### src/common/gen_params.svh
`ifndef GEN_PARAMS_SVH
`define GEN_PARAMS_SVH

// ----------------------------------------
// Register map
// ----------------------------------------
`define GEN_ADDR_NUMPKTS   8'h00   // Frames per batch
`define GEN_ADDR_START     8'h03   // Bit 0 launches a batch
`define GEN_ADDR_STOP      8'h04   // Bit 0 ends batch after current frame
`define GEN_ADDR_MACSA0    8'h05   // Source MAC [31:0]
`define GEN_ADDR_MACSA1    8'h06   // Source MAC [47:32]
`define GEN_ADDR_MACDA0    8'h07   // Destination MAC [31:0]
`define GEN_ADDR_MACDA1    8'h08   // Destination MAC [47:32]
`define GEN_ADDR_TXPKTCNT  8'h09   // Frames sent, read only
`define GEN_ADDR_PKTLENGTH 8'h0d   // Frame length in bytes

// Bus widths
`define GEN_DATA_W 64
`define GEN_CSR_W  32
`define GEN_ADDR_W 8

// ----------------------------------------
// Length handling
// ----------------------------------------
`define GEN_HDR_BYTES     24     // Taken off pkt_length to get payload bytes
`define GEN_MAX_PAYLOAD   9576   // Payload clamp
`define GEN_LEN_FIELD_ADJ 6      // Added to payload length for the length field

// Incrementing byte payload, one lane per byte
`define GEN_PATTERN_INIT 64'h0001020304050607
`define GEN_PATTERN_STEP 64'h0808080808080808

`endif

### src/common/gen_pkg.sv
`include "gen_params.svh"

package gen_pkg;

   // Settings held by the register bank
   typedef struct packed {
      logic [`GEN_CSR_W-1:0] num_packets;  // Frames per batch
      logic [13:0]           pkt_length;   // Whole frame, bytes
      logic [47:0]           mac_da;
      logic [47:0]           mac_sa;
      logic                  stop;         // Finish current frame, then idle
   } gen_cfg_t;

   // Sequencer states
   typedef enum logic [2:0] {
      seq_idle = 3'd0,
      seq_hdr0 = 3'd1,   // DA and top of SA
      seq_hdr1 = 3'd2,   // Rest of SA, length, sequence
      seq_data = 3'd3,   // Payload words
      seq_gap  = 3'd4    // One dead step between frames
   } seq_state_t;

   // One step from sequencer to word builder
   typedef struct packed {
      logic        valid;
      seq_state_t  kind;
      logic        first_data;  // First payload word of the frame
      logic        last;
      logic [2:0]  empty;       // Unused bytes in the last word
      logic [15:0] length;      // Clamped payload length
      logic [15:0] seq_num;
   } frame_step_t;

   // Two header layouts over the same 64-bit word
   typedef union packed {
      logic [`GEN_DATA_W-1:0] raw;
      struct packed {
         logic [47:0] da;
         logic [15:0] sa_hi;      // SA[47:32]
      } hdr0;
      struct packed {
         logic [31:0] sa_lo;      // SA[31:0]
         logic [15:0] len_field;
         logic [15:0] seq_num;
      } hdr1;
   } hdr_word_u;

   // Stream beat as driven on the tx port
   typedef struct packed {
      logic [`GEN_DATA_W-1:0] data;
      logic                   valid;
      logic                   sop;
      logic                   eop;
      logic [2:0]             empty;
   } beat_t;

endpackage

### src/csr/gen_csr.sv
`include "gen_params.svh"

module gen_csr (
   input  logic                   clk,
   input  logic                   reset,
   input  logic [`GEN_ADDR_W-1:0] address,
   input  logic                   write,
   input  logic                   read,
   input  logic [`GEN_CSR_W-1:0]  writedata,
   output logic [`GEN_CSR_W-1:0]  readdata,
   input  logic [31:0]            tx_count,   // Frames sent so far
   output gen_pkg::gen_cfg_t      cfg,
   output logic                   start       // One cycle launch pulse
);

   logic                  start_bit;  // Self clearing start flag
   logic                  start_d;    // Flag one cycle later, for the edge
   logic [`GEN_CSR_W-1:0] rd_mux;

   // ----------------------------------------
   // Write side
   // ----------------------------------------
   always_ff @(posedge clk or posedge reset) begin
      if (reset) begin
         cfg <= '0;
      end else if (write) begin
         case (address)
            `GEN_ADDR_NUMPKTS:   cfg.num_packets    <= writedata;
            `GEN_ADDR_STOP:      cfg.stop           <= writedata[0];
            `GEN_ADDR_MACSA0:    cfg.mac_sa[31:0]   <= writedata;
            `GEN_ADDR_MACSA1:    cfg.mac_sa[47:32]  <= writedata[15:0];  // Upper half only
            `GEN_ADDR_MACDA0:    cfg.mac_da[31:0]   <= writedata;
            `GEN_ADDR_MACDA1:    cfg.mac_da[47:32]  <= writedata[15:0];
            `GEN_ADDR_PKTLENGTH: cfg.pkt_length     <= writedata[13:0];
            default: ;                                  // Read only or unmapped
         endcase
      end
   end

   // Start flag drops by itself the cycle after it is set
   always_ff @(posedge clk or posedge reset) begin
      if (reset) begin
         start_bit <= 1'b0;
         start_d   <= 1'b0;
      end else begin
         start_d <= start_bit;
         if (write && address == `GEN_ADDR_START) begin
            start_bit <= writedata[0];
         end else if (start_bit) begin
            start_bit <= 1'b0;
         end
      end
   end

   assign start = start_bit & ~start_d;  // Rising edge only

   // ----------------------------------------
   // Read side
   // ----------------------------------------
   always_comb begin
      case (address)
         `GEN_ADDR_NUMPKTS:   rd_mux = cfg.num_packets;
         `GEN_ADDR_START:     rd_mux = `GEN_CSR_W'(start_bit);
         `GEN_ADDR_STOP:      rd_mux = `GEN_CSR_W'(cfg.stop);
         `GEN_ADDR_MACSA0:    rd_mux = cfg.mac_sa[31:0];
         `GEN_ADDR_MACSA1:    rd_mux = `GEN_CSR_W'(cfg.mac_sa[47:32]);
         `GEN_ADDR_MACDA0:    rd_mux = cfg.mac_da[31:0];
         `GEN_ADDR_MACDA1:    rd_mux = `GEN_CSR_W'(cfg.mac_da[47:32]);
         `GEN_ADDR_TXPKTCNT:  rd_mux = tx_count;
         `GEN_ADDR_PKTLENGTH: rd_mux = `GEN_CSR_W'(cfg.pkt_length);
         default:             rd_mux = '0;           // Unmapped reads as zero
      endcase
   end

   // Registered read data, held between reads
   always_ff @(posedge clk or posedge reset) begin
      if (reset) begin
         readdata <= '0;
      end else if (read) begin
         readdata <= rd_mux;
      end
   end

endmodule

### src/gen/frame_seq.sv
`include "gen_params.svh"

module frame_seq (
   input  logic                 clk,
   input  logic                 reset,
   input  logic                 start,
   input  gen_pkg::gen_cfg_t    cfg,
   input  logic                 tx_ready,   // Clock enable for the whole path
   output gen_pkg::frame_step_t step,
   output logic [31:0]          tx_count
);

   import gen_pkg::*;

   seq_state_t  state;
   seq_state_t  state_nx;
   logic [15:0] length;       // Clamped payload bytes of the current frame
   logic [15:0] len_clamped;
   logic [15:0] bytes_left;   // Payload bytes not yet stepped out
   logic [15:0] seq_num;
   logic [15:0] pkt_len_ext;
   logic        data_last;    // Final payload word
   logic        batch_done;

   // ----------------------------------------
   // Payload length from frame length
   // ----------------------------------------
   assign pkt_len_ext = 16'(cfg.pkt_length);

   always_comb begin
      if (pkt_len_ext < 16'(`GEN_HDR_BYTES)) begin
         len_clamped = '0;                                        // Headers only
      end else if (pkt_len_ext > 16'(`GEN_MAX_PAYLOAD + `GEN_HDR_BYTES)) begin
         len_clamped = 16'(`GEN_MAX_PAYLOAD);
      end else begin
         len_clamped = pkt_len_ext - 16'(`GEN_HDR_BYTES);
      end
   end

   assign data_last  = (bytes_left <= 16'd8);
   assign batch_done = cfg.stop | (tx_count == cfg.num_packets);

   // ----------------------------------------
   // State machine
   // ----------------------------------------
   always_comb begin
      state_nx = state;
      case (state)
         seq_idle: state_nx = seq_idle;                       // Left only by start
         seq_hdr0: state_nx = seq_hdr1;
         seq_hdr1: state_nx = (length == '0) ? seq_gap : seq_data;
         seq_data: if (data_last) state_nx = seq_gap;
         seq_gap:  state_nx = batch_done ? seq_idle : seq_hdr0;  // Continue or finish
         default:  state_nx = seq_idle;
      endcase
   end

   always_ff @(posedge clk or posedge reset) begin
      if (reset) begin
         state <= seq_idle;
      end else if (start) begin
         state <= seq_hdr0;          // Start wins even while stalled
      end else if (tx_ready) begin
         state <= state_nx;
      end
   end

   // Length latched while idle and on each gap, countdown through the payload
   always_ff @(posedge clk or posedge reset) begin
      if (reset) begin
         length     <= '0;
         bytes_left <= '0;
      end else begin
         if (state == seq_idle || (state == seq_gap && tx_ready)) begin
            length <= len_clamped;
         end
         if (tx_ready && state == seq_hdr1) begin
            bytes_left <= length;
         end else if (tx_ready && state == seq_data) begin
            bytes_left <= bytes_left - 16'd8;  // One 64-bit word
         end
      end
   end

   // Sequence number per frame, frame count per batch
   always_ff @(posedge clk or posedge reset) begin
      if (reset) begin
         seq_num  <= '0;
         tx_count <= '0;
      end else if (start) begin
         seq_num  <= '0;
         tx_count <= '0;
      end else if (tx_ready) begin
         if (state == seq_gap)  seq_num  <= seq_num + 16'd1;
         if (state == seq_hdr1) tx_count <= tx_count + 32'd1;  // Counted on header
      end
   end

   // ----------------------------------------
   // Step out to the word builder
   // ----------------------------------------
   always_comb begin
      step            = '0;
      step.valid      = (state == seq_hdr0) || (state == seq_hdr1) || (state == seq_data);
      step.kind       = state;
      step.first_data = (state == seq_data) && (bytes_left == length);
      step.length     = length;
      step.seq_num    = seq_num;
      if (state == seq_hdr1 && length == '0) begin
         step.last = 1'b1;                          // Empty payload ends on hdr1
      end else if (state == seq_data && data_last) begin
         step.last  = 1'b1;
         step.empty = 3'd0 - length[2:0];           // (8 - len mod 8) mod 8
      end
   end

endmodule

### src/gen/word_build.sv
`include "gen_params.svh"

module word_build (
   input  logic                 clk,
   input  logic                 reset,
   input  gen_pkg::gen_cfg_t    cfg,
   input  logic                 tx_ready,
   input  gen_pkg::frame_step_t step,
   output gen_pkg::beat_t       beat
);

   import gen_pkg::*;

   localparam logic [`GEN_DATA_W-1:0] PATTERN_STEP = `GEN_PATTERN_STEP;

   hdr_word_u              hdr;
   logic [`GEN_DATA_W-1:0] pattern_q;    // Last payload word sent
   logic [`GEN_DATA_W-1:0] pattern_nx;
   logic [`GEN_DATA_W-1:0] word_nx;
   logic [`GEN_DATA_W-1:0] data_q;
   logic                   valid_q;
   logic                   sop_q;
   logic                   eop_q;
   logic [2:0]             empty_q;

   // ----------------------------------------
   // Next payload word
   // ----------------------------------------
   always_comb begin
      if (step.first_data) begin
         pattern_nx = `GEN_PATTERN_INIT;   // Restart every frame
      end else begin
         // Per byte add, each lane wraps on its own
         for (int i = 0; i < `GEN_DATA_W / 8; i++) begin
            pattern_nx[8*i +: 8] = pattern_q[8*i +: 8] + PATTERN_STEP[8*i +: 8];
         end
      end
   end

   // Header word in one of its two layouts
   always_comb begin
      hdr.raw = '0;
      if (step.kind == seq_hdr0) begin
         hdr.hdr0.da    = cfg.mac_da;
         hdr.hdr0.sa_hi = cfg.mac_sa[47:32];
      end else begin
         hdr.hdr1.sa_lo     = cfg.mac_sa[31:0];
         hdr.hdr1.len_field = step.length + 16'(`GEN_LEN_FIELD_ADJ);
         hdr.hdr1.seq_num   = step.seq_num;
      end
   end

   assign word_nx = (step.kind == seq_data) ? pattern_nx : hdr.raw;

   // ----------------------------------------
   // Output registers
   // ----------------------------------------
   always_ff @(posedge clk or posedge reset) begin
      if (reset) begin
         valid_q <= 1'b0;
         sop_q   <= 1'b0;
         eop_q   <= 1'b0;
         empty_q <= '0;
      end else if (tx_ready) begin     // Hold everything while stalled
         valid_q <= step.valid;
         sop_q   <= step.valid && step.kind == seq_hdr0;
         eop_q   <= step.last;
         empty_q <= step.empty;
      end
   end

   // Word and pattern state
   always_ff @(posedge clk) begin
      if (tx_ready && step.valid) begin
         data_q <= word_nx;
      end
      if (tx_ready && step.kind == seq_data) begin
         pattern_q <= pattern_nx;
      end
   end

   always_comb begin
      beat.data  = data_q;
      beat.valid = valid_q;
      beat.sop   = sop_q;
      beat.eop   = eop_q;
      beat.empty = empty_q;
   end

endmodule

### src/logic/avalon_st_gen.sv
`include "gen_params.svh"

module avalon_st_gen (
   input  logic                   clk,
   input  logic                   reset,
   // Register bus
   input  logic [`GEN_ADDR_W-1:0] address,
   input  logic                   write,
   input  logic                   read,
   input  logic [`GEN_CSR_W-1:0]  writedata,
   output logic [`GEN_CSR_W-1:0]  readdata,
   // Stream out
   input  logic                   tx_ready,
   output logic [`GEN_DATA_W-1:0] tx_data,
   output logic                   tx_valid,
   output logic                   tx_sop,
   output logic                   tx_eop,
   output logic [2:0]             tx_empty
);

   import gen_pkg::*;

   gen_cfg_t    cfg;
   logic        start;
   logic [31:0] tx_count;
   frame_step_t step;
   beat_t       beat;

   gen_csr u_csr (
      .clk       (clk),
      .reset     (reset),
      .address   (address),
      .write     (write),
      .read      (read),
      .writedata (writedata),
      .readdata  (readdata),
      .tx_count  (tx_count),
      .cfg       (cfg),
      .start     (start)
   );

   frame_seq u_seq (
      .clk      (clk),
      .reset    (reset),
      .start    (start),
      .cfg      (cfg),
      .tx_ready (tx_ready),
      .step     (step),
      .tx_count (tx_count)
   );

   word_build u_build (
      .clk      (clk),
      .reset    (reset),
      .cfg      (cfg),
      .tx_ready (tx_ready),
      .step     (step),
      .beat     (beat)
   );

   // Beat onto the stream ports
   assign tx_data  = beat.data;
   assign tx_valid = beat.valid;
   assign tx_sop   = beat.sop;
   assign tx_eop   = beat.eop;
   assign tx_empty = beat.empty;

endmodule

### config.mk
export PLATFORM = sky130hd
export DESIGN_NAME = avalon_st_gen
export DESIGN_NICKNAME = d
export VERILOG_FILES = /design/src/common/gen_pkg.sv /design/src/csr/gen_csr.sv /design/src/gen/frame_seq.sv /design/src/gen/word_build.sv /design/src/logic/avalon_st_gen.sv
export VERILOG_INCLUDE_DIRS = /design/src /design/src/common
export SDC_FILE = /design/constraint.sdc
export NUM_CORES = 1
export LEC_CHECK = 0
export ABC_AREA = 1
export CORE_MARGIN = 5
export CORE_UTILIZATION = 50
export CTS_BUF_LIST = sky130_fd_sc_hd__clkbuf_4
export CTS_CLUSTER_SIZE = 10
export DETAILED_ROUTE_END_ITERATION = 6
export DONT_BUFFER_PORTS = 1
export GPL_ROUTABILITY_DRIVEN = 0
export MAX_ROUTING_LAYER = met4
export PLACE_DENSITY_LB_ADDON = 0.08
export RECOVER_POWER = 100
export SLEW_MARGIN = 0
export SYNTH_ARGS = -nofsm -noshare
export SYNTH_HDL_FRONTEND = slang
export SYNTH_HIERARCHICAL = 1
export SYNTH_SLANG_ARGS = --single-unit
### constraint.sdc
create_clock -name clk -period 5 [get_ports clk]
set_input_delay 0.25 -clock clk [delete_from_list [all_inputs] [get_ports clk]]
set_output_delay 0.25 -clock clk [all_outputs]
set_load 0.02 [all_outputs]
==> out/results.tsv <==
stage	metric	value	unit
synthesis	ys async rst share	67.4	%
floorplan	die width	212	µm
timing	RSZ-0062 raised after global routing	no	
cts	CTS tree	built	
cts	root buf cell	clkbuf_4	
timing	min cycle time layout	3960	ps
run	Maximum Capacitance Violations	8	
setup_path	r2r setup slk	1210	ps
cts	clk slew on worst S/H paths	70	ps
drt	Via density	5.64	
pwr	Leakage	10.2	nW
setup_path	RR Endpoint	u_seq/tx_count[4]	
setup_path	Reg2Reg Depth	8	
timing	count of final max-slew check failures	559	
global_route	overflow left after global routing	0	
pwr	Max VDD drop	154	µV
synthesis	Cell Area, Synth	20300	µm²
placed_design	IO Port Bufs	0	
cts	H-tree Lvls	3	
run_status	violated checks	DRC, capacitance limit, slew limit	
cts	CTS Buffer Depth	3	
final_layout	synth-to-layout area growth	9.34	%
pwr	total power	0.00746	W
cts	CTS sink cnt	393	
synthesis	synthesized flop and latch total	393	
final_layout	Finished Core Util	55.6	%
drt	drc violations	1	
worst_hold_path	HP Class	in -> reg	
synthesis	yosys warns	6	
timing	final number of setup-violating endpoints	0	
run_status	status	finished with violations	
global_route	grt met3 use	5.16	%
timing	slew margin rel.	-70.4	%
setup_path	CP Launch Type	input pin	
timing	Peak Freq	0.252	GHz
floorplan	Placeable Area	40000	µm²
synthesis	sequential share of the synthesized area	51.5	%
global_route	initial antenna violation count	2	
drt	Routed Antenna Nets	0	
final_layout	Nets	2618	
drt	routed len/inst	20.8	µm
global_route	first-pass GRT wire length	100000	µm
timing	worst-margin pin slew	2560	ps
setup_path	arrival time worst endpoint	4760	ps
pwr	PwrDens	335	nW/µm²
floorplan	Die Area	44800	µm²
global_route	GR Util met2	44.4	%
synthesis	Net Count, Synth	2552	
drt	drt initial violations	2165	
global_route	GR peak layer	met2	
setup_path	maximum fanout along the worst path	66	
setup_path	Critical Path RT	5800	ps
synthesis	EDFF count, synth	128	
timing	fin crit share	79.2	%
timing	Final Hold Vio Count	0	
final_layout	most frequent cells in the layout	nand2_1 (765), dfrtp_1 (265), nor2_1 (253), o21ai_0 (226), inv_1 (225)	
setup_path	reg2reg start	u_seq/state[0]	
worst_hold_path	hold_sp	address[0]	
final_layout	most common cell after layout, fill and taps aside	nand2_1	
worst_hold_path	WHS Endpoint	u_csr/readdata[18]	
floorplan	initial core utilization	50.8	%
cts	post-CTS setup buffers	0	
placed_design	DP HPWL	46000	µm
timing	clk_skew	49.0	ps
floorplan	Top Ports	147	
drt	via count	17900	
global_route	GRT Util Overall	30.0	%
setup_path	WS Path Type	in -> reg	
synthesis	average size of a mapped cell	8.16	µm²
drt	number of detailed-route iterations in the first pass	7	
timing	setup TNS	0	ps
cts	Clock Latency Late Sink	860	ps
global_route	GR Util met1	43.0	%
final_layout	layout cells sized above 1	8.86	%
worst_hold_path	WHS Path Cells	7	
floorplan	row count	73	
global_route	vias in the first global route	16800	
synthesis	Syn Inst Count	2493	
synthesis	Synth Flop Type	dfrtp_1	
floorplan	Die Y	212	µm
global_route	largest net degree at the start of global routing	178	
cts	cts bufs inserted	104	
drt	Total Wirelength	66000	µm
synthesis	Cell variety after synth	49	
setup_path	CP Capture Type	register	
## repair_timing
action | 4_1_cts | 5_1_grt
endpoints found under the hold margin | 453 | 0
resized for setup | 0 | 0
hold buffers | 52 | 0
## power by group
group	switching, W	total, W	internal, W
Sequential	0.000267	0.00375	0.00349
Combinational	0.000514	0.000767	0.000254
Clock	0.00140	0.00294	0.00154
## how the worst max path moves through the flow
stage                         startpoint                   end  slack, ps
after floorplan           u_seq/state[2]  u_build/pattern_q[0]        720
after global placement    u_seq/state[0]     u_build/data_q[5]       2040
after detailed placement  u_seq/state[0]     u_build/data_q[5]       1910
after CTS                     address[1]    u_csr/readdata[24]       1850
after global routing      u_seq/state[0]     u_seq/tx_count[4]        850
final                         address[4]     u_csr/readdata[8]       1040
## logic make-up after synthesis
logic type | Yosys count | synth area share (%)
fa+ha+maj | 14 | 0.862
buf+inv | 342 | 7.50
xor+xnor | 51 | 2.20
simple gates | 1332 | 28.2
flops | 393 | 51.5
compound gates | 361 | 9.75
## cell usage after synthesis, types with 18 or more instances
master    instances  area [µm²]
a22oi_1          18         135
a21oi_1          49         245
nor2_1          251         942
buf_2            36         180
xnor2_1          28         245
o21ai_1          70         350
inv_1           219         822
xor2_1           23         201
o21ai_0         155         776
nor3_1           36         180
dfrtp_1         265        6630
nand4_1          42         263
clkbuf_1         33         124
nand2_1         759        2850
edfxtp_1        128        3840
a31oi_1          33         206
nand3_1         170         851
## registers in the layout, indices dropped and copies added, names as in the netlist, 3 cells and up
register,cells
u_csr/cfg,143
u_build/data_q,64
u_build/pattern_q,64
u_csr/readdata,32
u_seq/tx_count,32
u_seq/bytes_left,16
u_seq/seq_num,16
u_seq/length,15
u_build/empty_q,3
u_seq/state,3
## worst max-delay path, stage by stage
cell,delay (ps)
dlygate4sd3_1,550
nor2_2,80
dlygate4sd3_1,550
nand2_1,250
inv_1,490
clkbuf_2,1200
nand3_1,380
nand2_1,170
nor2_1,60
nand2_1,70
nand2_1,50
dlygate4sd3_1,560
nand2_1,60
## final cells by class
| cell class | instances | area (µm²) |
|---|---|---|
| Antenna cell | 2 | 5.00 |
| Clock buffer | 157 | 1180 |
| Clock inverter | 30 | 194 |
| Fill cell | 3805 | 17800 |
| Inverter | 235 | 887 |
| Multi-Input combinational cell | 1758 | 8210 |
| Sequential cell | 393 | 10500 |
| Tap cell | 525 | 657 |
| Timing Repair Buffer | 67 | 624 |
## routing by layer
metal  part of all wire (%)  vias up  routed length [µm]
met3                    8.9       87                5850
met2                     45      865               29900
met5                      0        -                   0
li1                       -     8362                   -
met4                    2.1        0                1360
met1                     44     8554               28900
## per-stage QoR
stage / setup slack (ps) / instances / hold WS [ps] / cell area (µm²)
after floorplan: 723 / 2493 / 41.0 / 20300
after global placement: 2040 / 2926 / 78.8 / 20500
after detailed placement: 1910 / 2926 / 86.8 / 20500
after CTS: 1850 / 3165 / 13.6 / 22400
after global routing: 846 / 3167 / 84.9 / 22200
final: 1040 / 3167 / 99.5 / 22200
Note: power is estimated with default switching activity, not from simulation.
